`src/hw/p_predictor.sv`:
```
/*
   jump prediction package
   address, offset and JTB field constants, sweeper state encoding
*/
`default_nettype none

package p_predictor;

   // field widths shared by all JTB blocks
   localparam int FETCH_W  = 31;                   // halfword address bits 31:1
   localparam int BYTE_W   = 32;                   // full byte address
   localparam int OFFSET_W = 20;                   // jump offset in halfwords
   localparam int FLAG_W   = 1;                    // unaligned RVC flag

   // entry layout is {base, ualigc, offset}
   localparam int UALIGC_BIT = OFFSET_W;           // flag sits just above offset
   localparam int BASE_LSB   = OFFSET_W + FLAG_W;  // first base bit in entry

   // halfword fetch address, byte bits 31:1
   typedef logic [FETCH_W-1:0] fetch_add_t;

   // byte address of a jump or a predicted target
   typedef logic [BYTE_W-1:0] byte_add_t;

   // signed halfword distance from jump to target
   typedef logic signed [OFFSET_W-1:0] jump_offset_t;

   // flush sweeper states
   typedef enum logic [0:0] {
      IDLE  = 1'b0,                                // waiting for flush
      SWEEP = 1'b1                                 // walking all indices
   } sweep_state_t;

endpackage

`default_nettype wire

```
`src/hw/jtb_store.sv`:
```
/*
   jump target buffer storage
   entry register file with one write and one read port, valid bits
*/
`default_nettype none

module jtb_store #(
   parameter int ENTRIES = 8,                      // number of JTB entries
   parameter int ENTRY_W = 45,                     // bits per stored entry
   localparam int IDX_W  = $clog2(ENTRIES)         // index width
) (
   input  logic               s_clk_i,             // clock
   input  logic               s_resetn_i,          // sync reset, active low
   input  logic               s_we_i,              // write entry, set valid
   input  logic               s_inv_i,             // clear valid of write index
   input  logic [IDX_W-1:0]   s_wadd_i,            // write index
   input  logic [ENTRY_W-1:0] s_wdata_i,           // formatted entry
   input  logic [IDX_W-1:0]   s_radd_i,            // read index from fetch
   output logic [ENTRY_W-1:0] s_rdata_o,           // entry at read index
   output logic               s_rvalid_o           // valid bit at read index
);

   typedef logic [ENTRY_W-1:0] entry_t;
   typedef logic [ENTRIES-1:0] valid_vec_t;

   entry_t     s_entries [ENTRIES];                // jump payloads
   valid_vec_t s_valid;                            // one bit per entry
   valid_vec_t s_sel;                              // one-hot write select
   logic       s_wr_entry;                         // payload write enable

   assign s_sel      = valid_vec_t'(1) << s_wadd_i;
   assign s_wr_entry = s_we_i & ~s_inv_i;          // invalidate wins over write

   // valid vector
   always_ff @(posedge s_clk_i) begin
      if (~s_resetn_i) begin
         s_valid <= '0;                            // forget every jump
      end else if (s_inv_i) begin
         s_valid <= s_valid & ~s_sel;              // drop one entry
      end else if (s_we_i) begin
         s_valid <= s_valid | s_sel;               // new entry is live
      end
   end

   // entry payload
   always_ff @(posedge s_clk_i) begin
      if (s_wr_entry) begin
         s_entries[s_wadd_i] <= s_wdata_i;
      end
   end

   // prediction reads the entry in the same cycle
   assign s_rdata_o  = s_entries[s_radd_i];
   assign s_rvalid_o = s_valid[s_radd_i];

endmodule

`default_nettype wire

```
`src/hw/jump_predictor.sv`:
```
/*
   jump predictor lookup and update formatting
   read index, tag compare, unaligned check, target adder,
   write index and entry packing for the JTB
*/
`default_nettype none

module jump_predictor #(
   parameter int ENTRIES = 8,                      // number of JTB entries
   parameter int SHARED  = 8,                      // high bits not kept in tag
   localparam int IDX_W   = $clog2(ENTRIES),
   localparam int BASE_W  = 32 - IDX_W - 2 - SHARED,
   localparam int ENTRY_W = p_predictor::FLAG_W + p_predictor::OFFSET_W + BASE_W
) (
   input  p_predictor::fetch_add_t   s_fetch_add_i,   // current fetch address
   input  logic [ENTRY_W-1:0]        s_rdata_i,       // entry read from JTB
   input  logic                      s_rvalid_i,      // entry valid
   input  p_predictor::byte_add_t    s_jump_add_i,    // executed jump address
   input  p_predictor::jump_offset_t s_jump_offset_i, // executed jump offset
   input  logic                      s_ualigc_i,      // executed jump is unaligned RVC
   output logic [IDX_W-1:0]          s_radd_o,        // JTB read index
   output logic [ENTRY_W-1:0]        s_wdata_o,       // entry to store
   output logic [IDX_W-1:0]          s_wadd_o,        // JTB write index
   output logic                      s_pred_jump_o,   // jump predicted
   output p_predictor::byte_add_t    s_pred_add_o,    // predicted target
   output logic                      s_ualigc_o       // predicted jump is unaligned RVC
);

   localparam int OFF_W = p_predictor::OFFSET_W;
   localparam int SUM_W = p_predictor::FETCH_W;    // halfword target width

   typedef logic [BASE_W-1:0] base_t;
   typedef logic [SUM_W-1:0]  half_add_t;

   base_t                     s_base_p;            // stored tag
   base_t                     s_base_f;            // tag of fetch address
   base_t                     s_base_u;            // tag of updating jump
   logic                      s_ualigc_p;          // stored unaligned flag
   p_predictor::jump_offset_t s_offset_p;          // stored offset
   logic                      s_tag_hit;
   logic                      s_align_ok;
   half_add_t                 s_tbase;             // adder base operand
   half_add_t                 s_toff;              // sign-extended offset
   half_add_t                 s_tadd;              // halfword target

   // lookup side
   assign s_radd_o   = s_fetch_add_i[IDX_W:1];     // skips the halfword bit
   assign s_offset_p = s_rdata_i[OFF_W-1:0];
   assign s_ualigc_p = s_rdata_i[p_predictor::UALIGC_BIT];
   assign s_base_p   = s_rdata_i[ENTRY_W-1:p_predictor::BASE_LSB];
   assign s_base_f   = s_fetch_add_i[30-SHARED:IDX_W+1];

   assign s_tag_hit  = (s_base_p == s_base_f);
   // aligned fetch, or the upper half of an unaligned RVC jump
   assign s_align_ok = ~s_fetch_add_i[0] | s_ualigc_p;

   assign s_pred_jump_o = s_rvalid_i & s_tag_hit & s_align_ok;
   assign s_ualigc_o    = s_ualigc_p;

   // target = ({fetch[30:1], ualigc} + sext(offset)) << 1
   assign s_tbase = {s_fetch_add_i[30:1], s_ualigc_p};
   assign s_toff  = {{(SUM_W-OFF_W){s_offset_p[OFF_W-1]}}, s_offset_p};
   assign s_tadd  = s_tbase + s_toff;            // wraps like the PC

   assign s_pred_add_o = {s_tadd, 1'b0};           // back to byte address

   // update side
   assign s_wadd_o  = s_jump_add_i[IDX_W+1:2];     // word-aligned index
   assign s_base_u  = s_jump_add_i[31-SHARED:IDX_W+2];
   assign s_wdata_o = {s_base_u, s_ualigc_i, s_jump_offset_i};

endmodule

`default_nettype wire

```
`src/hw/jtb_flush_sweeper.sv`:
```
/*
   flush sweeper for the JTB
   walks every index from zero and requests an invalidate for each
*/
`default_nettype none

module jtb_flush_sweeper #(
   parameter int ENTRIES = 8,                      // number of JTB entries
   localparam int IDX_W  = $clog2(ENTRIES)
) (
   input  logic             s_clk_i,               // clock
   input  logic             s_resetn_i,            // sync reset, active low
   input  logic             s_flush_i,             // flush strobe, e.g. fence.i
   input  logic             s_gnt_i,               // write port granted
   output logic             s_req_o,               // invalidate request
   output logic [IDX_W-1:0] s_idx_o,               // index to invalidate
   output logic             s_busy_o               // sweep in progress
);

   localparam logic [IDX_W-1:0] LAST_IDX = IDX_W'(ENTRIES - 1);

   p_predictor::sweep_state_t s_state;
   p_predictor::sweep_state_t s_state_n;
   logic [IDX_W-1:0]          s_cnt;               // current sweep index
   logic                      s_last;              // last index granted

   assign s_last = s_gnt_i & (s_cnt == LAST_IDX);

   always_comb begin
      s_state_n = s_state;
      case (s_state)
         p_predictor::IDLE:  if (s_flush_i) s_state_n = p_predictor::SWEEP;
         p_predictor::SWEEP: if (s_last) s_state_n = p_predictor::IDLE;
         default:            s_state_n = p_predictor::IDLE;
      endcase
   end

   always_ff @(posedge s_clk_i) begin
      if (~s_resetn_i) begin
         s_state <= p_predictor::IDLE;
         s_cnt   <= '0;
      end else begin
         s_state <= s_state_n;
         if (s_state == p_predictor::IDLE) begin
            s_cnt <= '0;                           // every sweep starts at 0
         end else if (s_gnt_i) begin
            s_cnt <= s_cnt + 1'b1;                 // stall while exe owns port
         end
      end
   end

   assign s_busy_o = (s_state == p_predictor::SWEEP);
   assign s_req_o  = s_busy_o;
   assign s_idx_o  = s_cnt;

endmodule

`default_nettype wire

```
`src/hw/jtb_write_arbiter.sv`:
```
/*
   JTB write port arbiter
   execute stage has fixed priority, sweeper gets idle cycles
*/
`default_nettype none

module jtb_write_arbiter #(
   parameter int ENTRIES = 8,                      // number of JTB entries
   parameter int ENTRY_W = 45,                     // bits per stored entry
   localparam int IDX_W  = $clog2(ENTRIES)
) (
   input  logic               s_jump_update_i,     // exe writes an entry
   input  logic               s_invalidate_i,      // exe clears an entry
   input  logic [IDX_W-1:0]   s_exe_idx_i,         // exe index
   input  logic [ENTRY_W-1:0] s_exe_wdata_i,       // exe formatted entry
   input  logic               s_sweep_req_i,       // sweeper wants the port
   input  logic [IDX_W-1:0]   s_sweep_idx_i,       // sweeper index
   output logic               s_sweep_gnt_o,       // sweeper owns port this cycle
   output logic               s_we_o,              // store write enable
   output logic               s_inv_o,             // store invalidate enable
   output logic [IDX_W-1:0]   s_wadd_o,            // store write index
   output logic [ENTRY_W-1:0] s_wdata_o            // store write data
);

   logic s_exe_act;                                // any exe strobe

   assign s_exe_act     = s_jump_update_i | s_invalidate_i;
   assign s_sweep_gnt_o = s_sweep_req_i & ~s_exe_act;

   // command mux, sweeper can only invalidate
   always_comb begin
      if (s_exe_act) begin
         s_we_o   = s_jump_update_i & ~s_invalidate_i; // invalidate wins
         s_inv_o  = s_invalidate_i;
         s_wadd_o = s_exe_idx_i;
      end else begin
         s_we_o   = 1'b0;
         s_inv_o  = s_sweep_gnt_o;
         s_wadd_o = s_sweep_idx_i;
      end
   end

   assign s_wdata_o = s_exe_wdata_i;               // only exe ever writes payload

endmodule

`default_nettype wire

```
`src/hw/fetch_predict_top.sv`:
```
/*
   fetch stage jump prediction top
   predictor, JTB store, flush sweeper and write arbiter
*/
`default_nettype none

module fetch_predict_top #(
   parameter int ENTRIES = 8,                      // JTB entries, power of two
   parameter int SHARED  = 8                       // high bits shared with fetch
) (
   input  logic                      s_clk_i,         // clock
   input  logic                      s_resetn_i,      // sync reset, active low
   input  p_predictor::fetch_add_t   s_fetch_add_i,   // fetch address
   input  logic                      s_jump_update_i, // exe update strobe
   input  logic                      s_invalidate_i,  // exe invalidate strobe
   input  logic                      s_ualigc_i,      // exe jump is unaligned RVC
   input  p_predictor::jump_offset_t s_jump_offset_i, // exe jump offset
   input  p_predictor::byte_add_t    s_jump_add_i,    // exe jump address
   input  logic                      s_flush_i,       // flush strobe
   output logic                      s_pred_jump_o,   // jump predicted
   output p_predictor::byte_add_t    s_pred_add_o,    // predicted target
   output logic                      s_ualigc_o,      // predicted unaligned RVC
   output logic                      s_flush_busy_o   // sweep running
);

   localparam int IDX_W   = $clog2(ENTRIES);
   localparam int BASE_W  = 32 - IDX_W - 2 - SHARED;
   localparam int ENTRY_W = p_predictor::FLAG_W + p_predictor::OFFSET_W + BASE_W;

   logic [IDX_W-1:0]   s_radd;                     // lookup index
   logic [ENTRY_W-1:0] s_rdata;                    // looked-up entry
   logic               s_rvalid;
   logic [IDX_W-1:0]   s_exe_idx;                  // update index from exe
   logic [ENTRY_W-1:0] s_exe_wdata;                // packed update entry
   logic               s_sweep_req;
   logic [IDX_W-1:0]   s_sweep_idx;
   logic               s_sweep_gnt;
   logic               s_we;                       // arbitrated port
   logic               s_inv;
   logic [IDX_W-1:0]   s_wadd;
   logic [ENTRY_W-1:0] s_wdata;

   jump_predictor #(.ENTRIES(ENTRIES), .SHARED(SHARED)) jump_predictor_i (
      .s_fetch_add_i  (s_fetch_add_i),
      .s_rdata_i      (s_rdata),
      .s_rvalid_i     (s_rvalid),
      .s_jump_add_i   (s_jump_add_i),
      .s_jump_offset_i(s_jump_offset_i),
      .s_ualigc_i     (s_ualigc_i),
      .s_radd_o       (s_radd),
      .s_wdata_o      (s_exe_wdata),
      .s_wadd_o       (s_exe_idx),
      .s_pred_jump_o  (s_pred_jump_o),
      .s_pred_add_o   (s_pred_add_o),
      .s_ualigc_o     (s_ualigc_o)
   );

   jtb_flush_sweeper #(.ENTRIES(ENTRIES)) jtb_flush_sweeper_i (
      .s_clk_i   (s_clk_i),
      .s_resetn_i(s_resetn_i),
      .s_flush_i (s_flush_i),
      .s_gnt_i   (s_sweep_gnt),
      .s_req_o   (s_sweep_req),
      .s_idx_o   (s_sweep_idx),
      .s_busy_o  (s_flush_busy_o)
   );

   jtb_write_arbiter #(.ENTRIES(ENTRIES), .ENTRY_W(ENTRY_W)) jtb_write_arbiter_i (
      .s_jump_update_i(s_jump_update_i),
      .s_invalidate_i (s_invalidate_i),
      .s_exe_idx_i    (s_exe_idx),
      .s_exe_wdata_i  (s_exe_wdata),
      .s_sweep_req_i  (s_sweep_req),
      .s_sweep_idx_i  (s_sweep_idx),
      .s_sweep_gnt_o  (s_sweep_gnt),
      .s_we_o         (s_we),
      .s_inv_o        (s_inv),
      .s_wadd_o       (s_wadd),
      .s_wdata_o      (s_wdata)
   );

   jtb_store #(.ENTRIES(ENTRIES), .ENTRY_W(ENTRY_W)) jtb_store_i (
      .s_clk_i   (s_clk_i),
      .s_resetn_i(s_resetn_i),
      .s_we_i    (s_we),
      .s_inv_i   (s_inv),
      .s_wadd_i  (s_wadd),
      .s_wdata_i (s_wdata),
      .s_radd_i  (s_radd),
      .s_rdata_o (s_rdata),
      .s_rvalid_o(s_rvalid)
   );

endmodule

`default_nettype wire

```
`config.mk`:
```
export PLATFORM = sky130hd
export DESIGN_NAME = fetch_predict_top
export DESIGN_NICKNAME = d
export VERILOG_FILES = /design/src/hw/p_predictor.sv /design/src/hw/jtb_store.sv /design/src/hw/jump_predictor.sv /design/src/hw/jtb_flush_sweeper.sv /design/src/hw/jtb_write_arbiter.sv /design/src/hw/fetch_predict_top.sv
export SDC_FILE = /design/constraint.sdc
export NUM_CORES = 1
export LEC_CHECK = 0
export BUFFER_PORTS_ARGS = -buffer_cell sky130_fd_sc_hd__buf_2
export CAP_MARGIN = 20
export CORE_MARGIN = 3
export CORE_UTILIZATION = 50
export DETAILED_ROUTE_END_ITERATION = 12
export GPL_ROUTABILITY_DRIVEN = 1
export HOLD_SLACK_MARGIN = 0.02
export PLACE_DENSITY = 0.69
export SLEW_MARGIN = 20
export SYNTH_ARGS = -nofsm -noshare
export SYNTH_HDL_FRONTEND = slang
export SYNTH_SLANG_ARGS = --single-unit
```
`constraint.sdc`:
```
create_clock -name s_clk_i -period 10.4 [get_ports s_clk_i]
set_clock_uncertainty 0.15 [all_clocks]
set_input_delay 0.52 -clock s_clk_i [delete_from_list [all_inputs] [get_ports s_clk_i]]
set_output_delay 0.52 -clock s_clk_i [all_outputs]
set_load 0.005 [all_outputs]
```
; Word-level counts from Yosys, hierarchy flattened
; Memories as Yosys holds them, arrays and structs flattened.
; Cells that the tools add are included.
[totals]
mem_count = 1
regBits = 12
in_bits = 89
wordCells = 40
ram_bits = 320
[op_classes]
order_cmp = 1
n_shift = 1
eq_ne = 2
muxes = 12
reduce_logical = 2
add_sub_neg = 2
bitwise_logic = 16
[mem_list]
columns = name, words, width, read_ports, rd_ports_with_merged_regs, wr, line
row1 = jtb_store_i.s_entries, 8, 40, 1, 0, 1, jtb_store.sv:26  ; entry_t s_entries [ENTRIES];
[ops]
columns = op, n
row1 = 31-bit adder, 1
row2 = 19-bit == test, 1
row3 = 8-bit 2-to-1 mux, 2
row4 = 8-bit AND, 1
row5 = 8-bit NOT, 1
row6 = 8-bit OR, 1
row7 = 1-bit by 3-bit << shifter with 8-bit output (first input constant), 1
row8 = 1-bit 2-to-1 mux, 7
row9 = 1-bit AND, 6
row10 = 1-bit NOT, 5
row11 = 3-bit by 4-bit < comparator with 1-bit output (second input constant), 1
row12 = 3-bit by 1-bit adder with 3-bit output (second input constant), 1
row13 = 1-bit binary-select mux with 3-bit select, 1
row14 = 3-bit == test (second input constant), 1
row15 = 3-bit 2-to-1 mux, 1
row16 = 1-bit OR, 2
row17 = 1-bit case mux with 2 select lines, 1
row18 = 2-bit AND reduction, 1
row19 = 2-bit nonzero test, 1

; Depth between registers and ports, before layout
[depth]
depth_word = 8
ltp_mapped = 18

; By module
; A second synthesis with hierarchy kept.
[unflattened]
cells_unflattened = 913
hier_area_um2 = 15735.1
[by_module_without_submodules]
columns = module, seq_area_each_um2, area_each_um2, n_inst, cells_per_inst
row1 = jtb_store, 9769.4, 12794.8, 1, 510
row2 = jump_predictor, 0.0, 2392.3, 1, 339
row3 = jtb_write_arbiter, 0.0, 380.4, 1, 48
row4 = jtb_flush_sweeper, 80.1, 167.7, 1, 16

; Worst setup path after synthesis
; OpenSTA, ideal clock, no wires.
[synth_timing]
path_type = input -> output
from = input s_fetch_add_i[2]
to = output s_pred_add_o[31]
n_path_buf = 5
stages = 18
arrival_ns = 3.931
setup_slack_ns = 5.799
cell_sequence = buf_6 buf_6 buf_2 buf_2 buf_2 mux4_2 nand2_1 nand2_1 ha_1 fa_1 a21oi_2 o211ai_1 a221oi_2 a31oi_2 a211oi_2 o21ai_1 a21o_1 a21oi_1
[synth_between]
elab_chain_len = 2
[synth_rtl]
columns = item, line
row1 = from (decl), fetch_predict_top.sv:13  ; input p_predictor::fetch_add_t s_fetch_add_i,
row2 = memory 8 x 40 bit, -
row3 = 31-bit adder *, jump_predictor.sv:63  ; assign s_tadd = s_tbase + s_toff;
row4 = to (decl), fetch_predict_top.sv:21  ; output p_predictor::byte_add_t s_pred_add_o,
; Every way passes the cells marked *; elsewhere a longest branch is shown, timed or not.

; Final worst setup path
[layout_timing]
from = input s_fetch_add_i[1]
to = output s_pred_add_o[31]
; Same word-level chain as after synthesis.

==> out/metrics.json <==
{
  "utilization": {"value": 0.590},
  "yosysUniqueCellTypes": {"value": 64},
  "grt_max_degree": {"value": 50},
  "track_usage": {"value": 0.201},
  "finalWorstPathRequiredPeriod": {"value": 5.72, "unit": "ns"},
  "fin_setup_tns": {"value": 0, "unit": "ns"},
  "cap_violations": {"value": 0},
  "grt_pass1_vias": {"value": 8129},
  "synthesized_cell_area": {"value": 14600, "unit": "um2"},
  "gp_routability_congestion": {"value": 0.884},
  "cts-resized-gates": {"value": 0},
  "post_drt_via_cell_ratio": {"value": 5.76},
  "grt_setup_unrepaired": {"value": "false"},
  "multi_input_area": {"value": 4490, "unit": "um2"},
  "die-width": {"value": 177, "unit": "um"},
  "yosys.area.top_type_share": {"value": 0.660},
  "wire_per_inst": {"value": 22.6, "unit": "um"},
  "synth_area_per_cell": {"value": 17.3, "unit": "um2"},
  "fillers": {"value": 2168},
  "core": {"value": 28200, "unit": "um2"},
  "achievable-frequency": {"value": 175, "unit": "MHz"},
  "detailedPlacementHpwl": {"value": 18.6, "unit": "mm"},
  "cts.htree.levels": {"value": 2},
  "layout_commonest_cell": {"value": "edfxtp_1"},
  "layout-area-overhead-vs-synth": {"value": 14.4, "unit": "%"},
  "placement_rows": {"value": 61},
  "yosys_warnings": {"value": 0},
  "tritoncts.num_buffers": {"value": 34},
  "detail_route.iter0.violations": {"value": 682},
  "worst-setup-path-type": {"value": "in2out"},
  "clock_tree_from_tritoncts": {"value": "done"},
  "synth.ff_latch_count": {"value": 332},
  "detail_route.drc_violations": {"value": 0},
  "yosys-top-cells-area": {"value": "edfxtp_1 66%, mux4_2 12%, ha_1 2.8%"},
  "irDropWorstVdd": {"value": 0.127, "unit": "mV"},
  "mappedNetlistNets": {"value": 964},
  "timing_hold_violations_final": {"value": 0},
  "cp-start-kind": {"value": "input port"},
  "hold_path_class": {"value": "in2reg"},
  "numClockSinks": {"value": 332},
  "clk_path_buf_depth": {"value": 3},
  "globalRouteOverflowTotal": {"value": 0},
  "synth_top_flop_cell": {"value": "edfxtp_1"},
  "run_status": {"value": "finished, final reports clean"},
  "async_set_or_reset_flop_fraction_in_the_synthesized_netlist": {"value": 0},
  "clk_pin_slew": {"value": 0.06, "unit": "ns"},
  "via_count": {"value": 7914},
  "most-common-layout-cells": {"value": "320 x edfxtp_1, 110 x buf_2, 81 x nand2_1, 75 x mux4_2, 46 x a21oi_1"},
  "required_time_at_the_worst_slack_endpoint": {"value": 9.73, "unit": "ns"},
  "power.leakage": {"value": 5.78, "unit": "nW"},
  "rrSetupSlack": {"value": 8.11, "unit": "ns"},
  "synth_top_area_cell": {"value": "edfxtp_1"},
  "worst-slew-pin-transition": {"value": 0.808, "unit": "ns"},
  "power.density_cell_area": {"value": 181, "unit": "nW/um2"},
  "height_of_the_die": {"value": 177, "unit": "um"},
  "die-area": {"value": 31200, "unit": "um2"},
  "drt-pass1-iter-count": {"value": 5},
  "layout-drive-gt1-share": {"value": 0.270},
  "port_buffers": {"value": 112},
  "drv_slew": {"value": 0},
  "global_route_wire_length_before_repair": {"value": 47.4, "unit": "mm"},
  "dp.cells": {"value": 1313},
  "initial_antenna_violation_count": {"value": 3},
  "initial_core_util": {"value": 0.515},
  "hold_buffers": {"value": 0},
  "drtAntennaViolNets": {"value": 0},
  "finish.net_count": {"value": 1093},
  "sequential_to_total_area_share_from_yosys_stat": {"value": 0.677},
  "post-route-period-util": {"value": 0.550},
  "reg2regPathDepth": {"value": 5},
  "worst_skew_pair.late_latency": {"value": 0.50, "unit": "ns"},
  "cts_root_buf": {"value": "clkbuf_16"},
  "number_of_enable_flip_flop_cells_after_synthesis": {"value": 320},
  "max-slew-margin-rel": {"value": 0.459},
  "post_layout_nonfiller_instances": {"value": 1374},
  "critPathCaptureType": {"value": "output pin"},
  "finalSetupViolCount": {"value": 0},
  "antennaDiodeCount": {"value": 0},
  "routed_wirelength": {"value": 31.1, "unit": "mm"},
  "seqCellArea": {"value": 9850, "unit": "um2"},
  "postSynthCellCount": {"value": 842},
  "worst-path-max-fanout": {"value": 30},
  "post-cts-setup-buffers": {"value": 0},
  "hold_path_depth": {"value": 1},
  "ioPinCount": {"value": 124},
  "worst-endpoint-arrival": {"value": 5.05, "unit": "ns"}
}
## state kept, by name, summed over array words and instances, names as in the netlist, named ones only
register and cells:
jtb_flush_sweeper_i.s_busy_o 1, jtb_store_i.s_entries 320, jtb_flush_sweeper_i.s_idx_o 3
## logic make-up (layout without fill, tap and decap cells)
family | after synthesis | after routing | synth area share
xor gates and xnor gates | 48 | 48 | 0.0289
muxes | 103 | 103 | 0.143
and+or+nand+nor | 150 | 150 | 0.0470
DFF | 332 | 332 | 0.677
AOI/OAI and AO/OA | 125 | 125 | 0.0564
adders and majority gates | 33 | 33 | 0.0289
other | 1 | 1 | 0.000258
buffers and inverters | 50 | 204 | 0.0187
## path summary, 6_finish.rpt
| check | startpoint | to |
|---|---|---|
| min reg2reg | jtb_flush_sweeper_i.s_idx_o[1] | jtb_flush_sweeper_i.s_idx_o[1] |
| max reg2reg | jtb_flush_sweeper_i.s_idx_o[0] | jtb_store_i.s_entries[3][16] |
| max | s_fetch_add_i[1] | s_pred_add_o[31] |
| min | s_jump_offset_i[10] | jtb_store_i.s_entries[7][10] |
## final cells by class
class	count	share of cell area
flip-flops and latches	332	0.591
clock inverters	15	0.00699
repair buffers	125	0.0398
well taps	378	0.0284
clock buffers	46	0.0594
inverters	18	0.00406
multi-input cells	460	0.270
## critical path, stage by stage
cell and delay, ns:
buf_4 0.35, buf_4 0.57, mux4_2 0.57, mux2_2 0.31
ha_1 0.25, fa_1 0.47, a21oi_2 0.21, o211ai_1 0.22
a221oi_2 0.49, a31oi_2 0.21, a211oi_2 0.33, o21ai_1 0.14
a21o_1 0.17, a21oi_1 0.12, buf_2 0.12
## power by group
| part | total (W) | switching (W) | internal, W |
|---|---|---|---|
| clock | 0.00119 | 0.000472 | 0.000715 |
| combinational | 0.000345 | 0.000199 | 0.000146 |
| sequential | 0.00149 | 0.00000433 | 0.00149 |
## per-stage QoR
step                area, um2  power [W]  setup WS (ns)  hold WS, ns
detailed placement      15500    0.00186           4.68        0.340
floorplan               14600    0.00174           5.80        0.312
finish                  16700    0.00302           4.68        0.131
global route            16700    0.00314           4.38        0.127
global placement        15500    0.00186           4.67        0.334
CTS                     16700    0.00304           4.63        0.111
## synth_stat cells (2+ instances only)
cell type	n
a31oi_1	6
o31ai_1	3
nor4_1	3
inv_1	17
nand2_1	81
edfxtp_1	320
o21a_1	17
and3_1	2
o21bai_1	5
dfxtp_1	12
mux2i_1	20
o21ai_1	6
or2_2	2
nor3_1	8
nor2_1	25
nor2b_1	8
nor3b_1	3
mux4_1	7
a211oi_2	2
xnor2_1	27
mux4_2	75
a21oi_1	46
nand3b_1	3
clkbuf_1	10
o211ai_1	2
ha_1	32
o21ai_0	11
a21o_1	7
buf_6	4
buf_12	2
nand4_1	8
a211oi_1	3
xor2_1	21
buf_2	13
o221a_2	2
## routing by layer
| layer | wire length, um | vias to the layer above | track usage |
|---|---|---|---|
| met5 | 47 | - | 0 |
| met4 | 385 | 6 | 0.0354 |
| met3 | 2420 | 36 | 0.0427 |
| met2 | 15300 | 281 | 0.334 |
| met1 | 13000 | 3965 | 0.283 |
| li1 | - | 3626 | - |
Note: power is estimated with default switching activity, not from simulation.
